**src/include/debug_unit_macros.svh**
```systemverilog
`ifndef DEBUG_UNIT_MACROS_SVH
`define DEBUG_UNIT_MACROS_SVH

// Sizes
`define DBG_N_STAGES        5
`define DBG_N_REGISTERS     32
`define DBG_REG_ADDR_BITS   5
`define DBG_DATA_BITS       32
`define DBG_BYTE_BITS       8
`define DBG_WORD_BYTES      4

// ASCII command bytes: E N R P C D L
`define DBG_CMD_RUN         8'h45
`define DBG_CMD_STEP        8'h4E
`define DBG_CMD_READ_REGS   8'h52
`define DBG_CMD_READ_PC     8'h50
`define DBG_CMD_RESET_PC    8'h43
`define DBG_CMD_FLUSH       8'h44
`define DBG_CMD_LOAD        8'h4C

// Terminator, only valid at the first byte of a word
`define DBG_PROG_END_MARKER 8'hF4

`endif

```
**src/design/debug_unit_pkg.sv**
```systemverilog
`default_nettype none

`include "debug_unit_macros.svh"

package debug_unit_pkg;

    typedef logic [`DBG_BYTE_BITS-1:0]     byte_t;
    typedef logic [`DBG_DATA_BITS-1:0]     word_t;
    typedef logic [`DBG_REG_ADDR_BITS-1:0] reg_addr_t;
    typedef logic [`DBG_N_STAGES-1:0]      stage_enable_t;

    // Controller states
    typedef enum logic [3:0] {
        IDLE,
        RUN,
        STEP,
        DUMP_START,
        DUMP_SEND,
        DUMP_WAIT,
        DUMP_NEXT,
        READ_PC,
        RESET_PC,
        FLUSH,
        LOAD
    } dbg_state_t;

endpackage

`default_nettype wire

```
**src/design/debug_command_fsm.sv**
```systemverilog
`timescale 1ns/100ps
`default_nettype none

`include "debug_unit_macros.svh"

module debug_command_fsm (
    input  wire                            i_clock,
    input  wire                            i_reset,
    input  wire debug_unit_pkg::byte_t     i_rx_byte,
    input  wire                            i_rx_valid,
    input  wire                            i_tx_done,
    input  wire                            i_program_ended,
    input  wire                            i_program_loaded,
    input  wire                            i_dump_last,
    output debug_unit_pkg::stage_enable_t  o_stage_enable,
    output logic                           o_pc_reset,
    output logic                           o_delete_program,
    output logic                           o_dump_clear,
    output logic                           o_dump_advance,
    output logic                           o_load_active,
    output logic                           o_capture_pc,
    output logic                           o_capture_reg
);

    debug_unit_pkg::dbg_state_t    state;
    debug_unit_pkg::dbg_state_t    state_next;

    debug_unit_pkg::stage_enable_t stage_enable_next;
    logic                          pc_reset_next;
    logic                          delete_program_next;

    // --------------------------------------------------
    // State and pulse registers
    // --------------------------------------------------
    always_ff @(posedge i_clock) begin
        if (i_reset) begin
            state            <= debug_unit_pkg::IDLE;
            o_stage_enable   <= '0;
            o_pc_reset       <= 1'b0;
            o_delete_program <= 1'b0;
        end else begin
            state            <= state_next;
            o_stage_enable   <= stage_enable_next;
            o_pc_reset       <= pc_reset_next;
            o_delete_program <= delete_program_next;
        end
    end

    // --------------------------------------------------
    // Next state and registered pulses
    // --------------------------------------------------
    always_comb begin
        state_next          = state;
        stage_enable_next   = '0;
        pc_reset_next       = 1'b0;
        delete_program_next = 1'b0;

        case (state)
            debug_unit_pkg::IDLE: begin
                // Unknown bytes keep us here
                if (i_rx_valid) begin
                    case (i_rx_byte)
                        `DBG_CMD_RUN:       state_next = debug_unit_pkg::RUN;
                        `DBG_CMD_STEP:      state_next = debug_unit_pkg::STEP;
                        `DBG_CMD_READ_REGS: state_next = debug_unit_pkg::DUMP_START;
                        `DBG_CMD_READ_PC:   state_next = debug_unit_pkg::READ_PC;
                        `DBG_CMD_RESET_PC:  state_next = debug_unit_pkg::RESET_PC;
                        `DBG_CMD_FLUSH:     state_next = debug_unit_pkg::FLUSH;
                        `DBG_CMD_LOAD:      state_next = debug_unit_pkg::LOAD;
                        default:            state_next = debug_unit_pkg::IDLE;
                    endcase
                end
            end

            debug_unit_pkg::RUN: begin
                if (i_program_ended) begin
                    state_next = debug_unit_pkg::IDLE;
                end else begin
                    stage_enable_next = '1;
                end
            end

            debug_unit_pkg::STEP: begin
                if (!i_program_ended) begin
                    stage_enable_next = '1;
                end
                state_next = debug_unit_pkg::IDLE;
            end

            // Register dump sequence
            debug_unit_pkg::DUMP_START: begin
                state_next = debug_unit_pkg::DUMP_SEND;
            end

            debug_unit_pkg::DUMP_SEND: begin
                state_next = debug_unit_pkg::DUMP_WAIT;
            end

            debug_unit_pkg::DUMP_WAIT: begin
                if (i_tx_done) begin
                    state_next = debug_unit_pkg::DUMP_NEXT;
                end
            end

            debug_unit_pkg::DUMP_NEXT: begin
                if (i_dump_last) begin
                    state_next = debug_unit_pkg::IDLE;
                end else begin
                    state_next = debug_unit_pkg::DUMP_SEND;
                end
            end

            debug_unit_pkg::READ_PC: begin
                state_next = debug_unit_pkg::IDLE;
            end

            debug_unit_pkg::RESET_PC: begin
                pc_reset_next = 1'b1;
                state_next    = debug_unit_pkg::IDLE;
            end

            debug_unit_pkg::FLUSH: begin
                pc_reset_next       = 1'b1;
                delete_program_next = 1'b1;
                state_next          = debug_unit_pkg::IDLE;
            end

            debug_unit_pkg::LOAD: begin
                // Loader raises the flag on the terminator
                if (i_program_loaded) begin
                    state_next = debug_unit_pkg::IDLE;
                end
            end

            default: begin
                state_next = debug_unit_pkg::IDLE;
            end
        endcase
    end

    // Strobes to the counter, loader and send register
    assign o_dump_clear   = (state == debug_unit_pkg::DUMP_START);
    assign o_capture_reg  = (state == debug_unit_pkg::DUMP_SEND);
    assign o_dump_advance = (state == debug_unit_pkg::DUMP_NEXT) && !i_dump_last;
    assign o_capture_pc   = (state == debug_unit_pkg::READ_PC);
    assign o_load_active  = (state == debug_unit_pkg::LOAD);

endmodule

`default_nettype wire

```
**src/design/register_dump_counter.sv**
```systemverilog
`timescale 1ns/100ps
`default_nettype none

`include "debug_unit_macros.svh"

module register_dump_counter (
    input  wire                        i_clock,
    input  wire                        i_reset,
    input  wire                        i_clear,
    input  wire                        i_advance,
    output debug_unit_pkg::reg_addr_t  o_reg_address,
    output logic                       o_last
);

    localparam debug_unit_pkg::reg_addr_t LAST_INDEX =
        debug_unit_pkg::reg_addr_t'(`DBG_N_REGISTERS - 1);

    // --------------------------------------------------
    // Register index
    // --------------------------------------------------
    always_ff @(posedge i_clock) begin
        if (i_reset) begin
            o_reg_address <= '0;
        end else if (i_clear) begin
            o_reg_address <= '0;
        end else if (i_advance) begin
            o_reg_address <= o_reg_address + 1'b1;
        end
    end

    // Final register of the dump
    assign o_last = (o_reg_address == LAST_INDEX);

endmodule

`default_nettype wire

```
**src/design/program_loader.sv**
```systemverilog
`timescale 1ns/100ps
`default_nettype none

`include "debug_unit_macros.svh"

module program_loader (
    input  wire                         i_clock,
    input  wire                         i_reset,
    input  wire                         i_load_active,
    input  wire                         i_flush,
    input  wire debug_unit_pkg::byte_t  i_rx_byte,
    input  wire                         i_rx_valid,
    output debug_unit_pkg::byte_t       o_prog_byte,
    output logic                        o_prog_write,
    output logic                        o_program_loaded
);

    localparam int SLOT_BITS = $clog2(`DBG_WORD_BYTES);

    logic [SLOT_BITS-1:0] slot;
    logic                 loaded;
    logic                 accept;
    logic                 end_marker;

    assign accept     = i_load_active && !loaded && i_rx_valid;
    assign end_marker = (i_rx_byte == `DBG_PROG_END_MARKER) && (slot == '0);

    // --------------------------------------------------
    // Slot counter and loaded flag
    // --------------------------------------------------
    always_ff @(posedge i_clock) begin
        if (i_reset) begin
            slot         <= '0;
            loaded       <= 1'b0;
            o_prog_write <= 1'b0;
        end else begin
            o_prog_write <= accept && !end_marker;
            if (!i_load_active) begin
                slot <= '0;
            end else if (accept && !end_marker) begin
                slot <= slot + 1'b1;
            end
            if (i_flush) begin
                loaded <= 1'b0;
            end else if (accept && end_marker) begin
                loaded <= 1'b1;
            end
        end
    end

    // Byte to instruction memory
    always_ff @(posedge i_clock) begin
        if (accept) begin
            o_prog_byte <= i_rx_byte;
        end
    end

    // Flush hides the flag in its own cycle
    assign o_program_loaded = loaded && !i_flush;

endmodule

`default_nettype wire

```
**src/design/uart_send_register.sv**
```systemverilog
`timescale 1ns/100ps
`default_nettype none

module uart_send_register (
    input  wire                         i_clock,
    input  wire                         i_reset,
    input  wire                         i_capture_pc,
    input  wire                         i_capture_reg,
    input  wire debug_unit_pkg::word_t  i_pc,
    input  wire debug_unit_pkg::word_t  i_reg_data,
    output debug_unit_pkg::word_t       o_tx_data,
    output logic                        o_tx_start
);

    // --------------------------------------------------
    // Transmit word
    // --------------------------------------------------
    always_ff @(posedge i_clock) begin
        if (i_capture_pc) begin
            o_tx_data <= i_pc;
        end else if (i_capture_reg) begin
            o_tx_data <= i_reg_data;
        end
    end

    // Start pulse one cycle after capture
    always_ff @(posedge i_clock) begin
        if (i_reset) begin
            o_tx_start <= 1'b0;
        end else begin
            o_tx_start <= i_capture_pc || i_capture_reg;
        end
    end

endmodule

`default_nettype wire

```
**src/design/debug_unit.sv**
```systemverilog
`timescale 1ns/100ps
`default_nettype none

module debug_unit (
    input  wire                                 i_clock,
    input  wire                                 i_reset,

    // UART side
    input  wire debug_unit_pkg::byte_t          i_rx_byte,
    input  wire                                 i_rx_valid,
    input  wire                                 i_tx_done,
    output wire debug_unit_pkg::word_t          o_tx_data,
    output wire                                 o_tx_start,

    // Processor side
    input  wire debug_unit_pkg::word_t          i_reg_data,
    input  wire debug_unit_pkg::word_t          i_pc,
    input  wire                                 i_program_ended,
    output wire debug_unit_pkg::reg_addr_t      o_reg_address,
    output wire debug_unit_pkg::stage_enable_t  o_stage_enable,
    output wire                                 o_pc_reset,
    output wire                                 o_delete_program,
    output wire debug_unit_pkg::byte_t          o_prog_byte,
    output wire                                 o_prog_write,
    output wire                                 o_program_loaded
);

    logic dump_clear;
    logic dump_advance;
    logic dump_last;
    logic load_active;
    logic capture_pc;
    logic capture_reg;

    // --------------------------------------------------
    // Command decoder
    // --------------------------------------------------
    debug_command_fsm u_command_fsm (
        .i_clock          (i_clock),
        .i_reset          (i_reset),
        .i_rx_byte        (i_rx_byte),
        .i_rx_valid       (i_rx_valid),
        .i_tx_done        (i_tx_done),
        .i_program_ended  (i_program_ended),
        .i_program_loaded (o_program_loaded),
        .i_dump_last      (dump_last),
        .o_stage_enable   (o_stage_enable),
        .o_pc_reset       (o_pc_reset),
        .o_delete_program (o_delete_program),
        .o_dump_clear     (dump_clear),
        .o_dump_advance   (dump_advance),
        .o_load_active    (load_active),
        .o_capture_pc     (capture_pc),
        .o_capture_reg    (capture_reg)
    );

    register_dump_counter u_dump_counter (
        .i_clock       (i_clock),
        .i_reset       (i_reset),
        .i_clear       (dump_clear),
        .i_advance     (dump_advance),
        .o_reg_address (o_reg_address),
        .o_last        (dump_last)
    );

    // Flush reuses the delete pulse
    program_loader u_program_loader (
        .i_clock          (i_clock),
        .i_reset          (i_reset),
        .i_load_active    (load_active),
        .i_flush          (o_delete_program),
        .i_rx_byte        (i_rx_byte),
        .i_rx_valid       (i_rx_valid),
        .o_prog_byte      (o_prog_byte),
        .o_prog_write     (o_prog_write),
        .o_program_loaded (o_program_loaded)
    );

    uart_send_register u_send_register (
        .i_clock       (i_clock),
        .i_reset       (i_reset),
        .i_capture_pc  (capture_pc),
        .i_capture_reg (capture_reg),
        .i_pc          (i_pc),
        .i_reg_data    (i_reg_data),
        .o_tx_data     (o_tx_data),
        .o_tx_start    (o_tx_start)
    );

endmodule

`default_nettype wire

```
**config.mk**
```make
export PLATFORM = sky130hd
export DESIGN_NAME = debug_unit
export DESIGN_NICKNAME = d
export VERILOG_FILES = /design/src/design/debug_unit_pkg.sv /design/src/design/debug_command_fsm.sv /design/src/design/register_dump_counter.sv /design/src/design/program_loader.sv /design/src/design/uart_send_register.sv /design/src/design/debug_unit.sv
export VERILOG_INCLUDE_DIRS = /design/src /design/src/include
export SDC_FILE = /design/constraint.sdc
export NUM_CORES = 1
export LEC_CHECK = 0
export ABC_AREA = 1
export CORE_ASPECT_RATIO = 1.25
export CORE_MARGIN = 2
export CORE_UTILIZATION = 56
export DETAILED_ROUTE_END_ITERATION = 6
export DONT_BUFFER_PORTS = 1
export GPL_ROUTABILITY_DRIVEN = 0
export PLACE_DENSITY_LB_ADDON = 0.2
export SLEW_MARGIN = 20
export SYNTH_ARGS = -nofsm -noshare
export SYNTH_HDL_FRONTEND = slang
export SYNTH_SLANG_ARGS = --single-unit
```
**constraint.sdc**
```tcl
create_clock -name i_clock -period 1.82 [get_ports i_clock]
set_input_delay 0.182 -clock i_clock [delete_from_list [all_inputs] [get_ports i_clock]]
set_output_delay 0.182 -clock i_clock [all_outputs]
set_load 0.1 [all_outputs]
```
* Word level (Yosys, flattened, before mapping) *
Cells that the tools add are included.

operators by class
  $add $sub $neg = 2
  equality and inequality tests = 23
  muxes and demuxes = 12
  bitwise gates (word level) = 2
  reductions and logical operators = 22

operators with widths
  kind                   count
  $mux W32               2
  $eq A8 B7 Y1 const B   7
  $pmux W4 S7            2
  $eq A4 B3 Y1 const B   4
  $mux W4                4
  $eq A4 B4 Y1 const B   3
  $reduce_or A2 Y1       6
  $eq A4 B2 Y1 const B   2
  $eq A8 B8 Y1 const B   1
  $ne A2 B2 Y1 const B   4
  $logic_and A1 B1 Y1    7
  $add A5 B1 Y5 const B  1
  $eq A5 B5 Y1 const B   1
  $mux W5                1
  $eq A4 B1 Y1 const B   1
  $logic_not A1 Y1       4
  $logic_not A4 Y1       1
  $reduce_and A4 Y1      1
  $mux W3                1
  $add A2 B1 Y2 const B  1
  $logic_not A2 Y1       1
  $mux W1                2
  $not A1 Y1             2
  $reduce_bool A2 Y1     1
  $logic_or A1 B1 Y1     1

word-level totals
  register bits after elaboration = 61
  input port bits = 77
  logic and storage cells = 72

* Longest topological paths before layout *
  depth after elaboration = 4
  gate-level depth with buffers = 11
  mapped depth without buffers = 11

* Hierarchy *
Synthesis repeated with hierarchy kept, for this count alone.

unflattened totals
  cells, all modules = 331
  area, all modules = 2811.4 um^2

modules (own cells, without submodules)
  module                 instances  cells each  area each (um^2)  sequential area each (um^2)
  uart_send_register     1          140         1456.4            980.9
  debug_command_fsm      1          114         643.1             140.1
  program_loader         1          47          488.0             320.3
  register_dump_counter  1          30          224.0             100.1

* Least setup slack after synthesis *
OpenSTA, ideal clock, no wires.

  path type = reg-to-output
  start = register u_command_fsm.o_delete_program
  end = output o_program_loaded
  arrival time = 2.080 ns
  slack = -0.442 ns
  cell stages (with the launch flop) = 2
  cell sequence = dfxtp_1 > nor2_1

on the way
  longest elaborated chain between the ends = 2

ends and longest elaborated chain
  what                    line                     source
  start, declared         debug_command_fsm.sv:17  output logic o_delete_program,
  start signal, assigned  debug_command_fsm.sv:45  o_delete_program <= delete_program_next;
  $logic_not A1 Y1        program_loader.sv:59     assign o_program_loaded = loaded && !i_flush;
  $logic_and A1 B1 Y1     program_loader.sv:59
  end, declared           debug_unit.sv:25         output wire o_program_loaded

No other way between the ends.

* Worst setup path after layout *
  start = register u_dump_counter.o_reg_address[0]
  end = register u_dump_counter.o_reg_address[3]

on the way
  longest elaborated chain between the ends = 3
  elaborated cells between the ends (all ways) = 4
  classes of those cells = add/sub: 1; eq/ne: 1; reduce/logical: 2

ends and longest elaborated chain
  what                                                                   line                         source
  start, declared                                                        register_dump_counter.sv:11  output debug_unit_pkg::reg_addr_t o_reg_address,
  start signal, assigned                                                 register_dump_counter.sv:27  o_reg_address <= o_reg_address + 1'b1;
  parallel branches: the longest is 3 deep, another holds $add A5 B1 Y5  --

Parallel ways; which one is timed is not known.
A chain may end at the register's enable or synchronous reset.

==> run metrics <==
Synth Register Bits=57; DP Worst Slack=242 ps; sequential share of power=56.3%; # fillers=357; first-pass GRT wire length=8030 um; Die Y=81.0 um; Net Sw Frac=20.6%; final hold vios=0; internal power=1.96 mW; fraction of the mapped netlist area in adder cells=1.41%; CTS clk-pin slew, worst paths=60 ps; nets=396; # H-tree levels=3; Slowest-stage cell, CP=dfxtp_2; Residual DRC=0; clock root buffer=clkbuf_8; GR Util met3=8.17%; Crit Path Class=flop to flop; Synth area leaders=edfxtp_1, mux2_2, dfxtp_1, nand2_1, nor2_1; multi-input gate area in the final layout=942 um2; Buffers on Ports=0; CP bufs+invs=2; syn avg cell area=10.6 um2; Slew @ Worst Pin=364 ps; commonest non-fill, non-tap cells in the layout=nand2_1, buf_4, edfxtp_1; CTS Buf Count=9; EDFF count, synth=40; diodes inserted=0; Final period util=87.2%; critical path data required time=2080 ps; Hold Path Class=input pin to flop; core area=4660 um2; vias in the first global route=1760; Post-Synth XOR/XNOR Area=0.329%; Vias/cell=5.10; area occupied by registers=1550 um2; RSZ-0062 raised after global routing=no; Hold Path Origin=i_program_ended; hold endpoint=u_command_fsm.o_stage_enable[3]; Clock Path Buffers=2; Distinct cells, synth=24; fraction of registers with async set/reset=0%; Logic pwr share=4.0%; worst path cell trace=ha_1 > and3_1 > ha_1 > nor2_4 > inv_2 > nor2_4 > xor2_1 > inv_1 > nor2_2; Synthesized Nets=331; Crit. End Element=flop; Max Cap Violations=0; delay-heaviest family, CP=simple AND/OR/NAND/NOR gates; synthesized area=2660 um2; GR peak layer=met2; Setup WS post-layout=232 ps; sw power=0.506 mW; initial DRC count=48; status=complete, no violations; Final ANT Viol Nets=0; sequential fraction of the synthesis area=58.0%; mux contribution to synthesized area=13.6%; max incr delay on CP=320 ps; R2R Path Start=u_dump_counter.o_reg_address[0]; GR Util met1=21.1%; post-synth top area share=45.2%; hpwl dp=4220 um; cell count after synthesis=251; synth warn=0; worst rel slew slack=75.7%; r2r setup slk=230 ps; met2 Resource Use GR=36.3%; Area Overhead vs Synth=26.8%; Main synth FF type=edfxtp_1; Reg2Reg Depth=9; Synth area leader=edfxtp_1; First-pass DRT Iterations=5; die width=65.6 um; final setup violation count=0; WL/cell=14.6 um; CP Data Arrival Time=1850 ps; critical-path maximum fanout=6; Via Count=1942; leakage power=1.38 nW; Initial Util=57.1%; later-pin clock latency in the skew report=320 ps; commonest non-fill, non-tap cell in the layout=nand2_1; Slew Viols, Final=0; largest net degree at the start of global routing=33; total die area=5320 um2; Peak supply drop=0.000504 V; pwr/cell area=731 nW/um2; Clock power frac=39.7%; Peak Freq=0.630 GHz; startpoint types=flop; Cell Rows=28; final setup skew=6.69 ps; layout cell share with drive strength beyond 1=36.4%; Post-CTS Resized=0; buffer count from post-CTS setup fixing=0; CTS Sinks=57; TNS Setup=0 ps; TritonCTS clock tree=done; I/O Pins=132; worst flop-to-flop path endpoint=u_dump_counter.o_reg_address[3]; Final Routed Wirelength=5560 um; min cycle time layout=1590 ps; initial antenna violation count=0; Synth Area in Simple Gates=16.8%; compound-gate portion of the synthesized area=3.15%; largest family of logic cells by synthesized area=simple AND/OR/NAND/NOR gates; Hold Crit Depth=3; total gr overflow=0; GRT Util Overall=20.8%
-- registers in the layout, indices dropped and copies added (netlist names) --
name / count
u_program_loader.o_prog_write: 1
u_command_fsm.state: 4
u_send_register.o_tx_data: 32
u_program_loader.loaded: 1
u_command_fsm.o_stage_enable: 1
u_program_loader.o_prog_byte: 8
u_dump_counter.o_reg_address: 5
u_command_fsm.o_pc_reset: 1
u_send_register.o_tx_start: 1
u_program_loader.slot: 2
u_command_fsm.o_delete_program: 1
-- power by group through the flow --
stage,clock network (mW),registers [mW],logic [mW]
2_1_floorplan,0,1.42,0.0650
3_3_place_gp,0,1.41,0.0785
3_5_place_dp,0,1.41,0.0809
4_1_cts,1.00,1.39,0.0996
5_1_grt,1.05,1.39,0.109
6_report,0.978,1.39,0.0991
-- area by class of cell --
type	count	share of cell area (%)
Timing Repair Buffer	62	15.6
Clock inverter	4	0.594
Inverter	30	3.34
Multi-Input combinational cell	156	28.0
Tap cell	60	2.23
Clock buffer	12	4.31
Sequential cell	57	46.0
-- cell usage after synthesis (2+ instances only) --
master	n
nor2_1	30
inv_1	27
nor2_4	2
and3_1	2
inv_2	3
edfxtp_1	40
nand2_2	2
dfxtp_1	17
o21ai_0	2
nor2_2	4
a21oi_1	13
mux2_2	32
nand4_1	3
ha_1	3
buf_4	4
nand3_1	2
buf_6	3
nand2_1	52
nor3_1	5
-- through the flow --
stage          area [um2]  util (%)  cells  total power, mW  hold WS [ps]
6_report             3370      72.3    381             2.46          17.8
5_1_grt              3370      72.3    381             2.55          9.77
4_1_cts              3370      72.3    381             2.49          1.50
3_5_place_dp         3120      66.9    356             1.49           255
2_1_floorplan        2670         -    251             1.48           281
3_3_place_gp         3120      66.9    356             1.49           255
-- per-layer routing --
metal  up-vias  wire length [um]
li1        960                 -
met1       872              1960
met2        97              3030
met3        13               442
met4         0               127
met5         -                 0
-- worst min-delay path: stages --
cell     delay (ps)
nor2_1           20
nand2_1          50
a21oi_1          40
-- logic make-up (layout without fill, tap and decap cells) --
group | Yosys count | in the layout
muxes | 32 | 32
and+or+nand+nor | 104 | 104
DFF | 57 | 57
AOI/OAI and AO/OA | 16 | 16
buffers and inverters | 38 | 108
adders and majority gates | 3 | 3
xor gates and xnor gates | 1 | 1
-- how the worst max path moves through the flow --
| stage | startpoint | to | slack [ps] | cells after the start |
|---|---|---|---|---|
| after floorplan | u_dump_counter.o_reg_address[4] | u_dump_counter.o_reg_address[3] | 0.3 | 7 |
| after global placement | u_dump_counter.o_reg_address[0] | u_dump_counter.o_reg_address[3] | 290 | 9 |
| after detailed placement | u_dump_counter.o_reg_address[0] | u_dump_counter.o_reg_address[3] | 240 | 9 |
| after CTS | u_dump_counter.o_reg_address[0] | u_dump_counter.o_reg_address[3] | 230 | 9 |
| after global routing | u_dump_counter.o_reg_address[0] | u_dump_counter.o_reg_address[3] | 110 | 9 |
| final | u_dump_counter.o_reg_address[0] | u_dump_counter.o_reg_address[3] | 230 | 9 |
-- repair_timing --
| item | 4_1_cts | 5_1_grt |
|---|---|---|
| hold endpoints to repair | 18 | 0 |
| endpoints found under the setup margin | 0 | 0 |
| hold buffers | 9 | 0 |
Note: power is estimated with default switching activity, not from simulation.
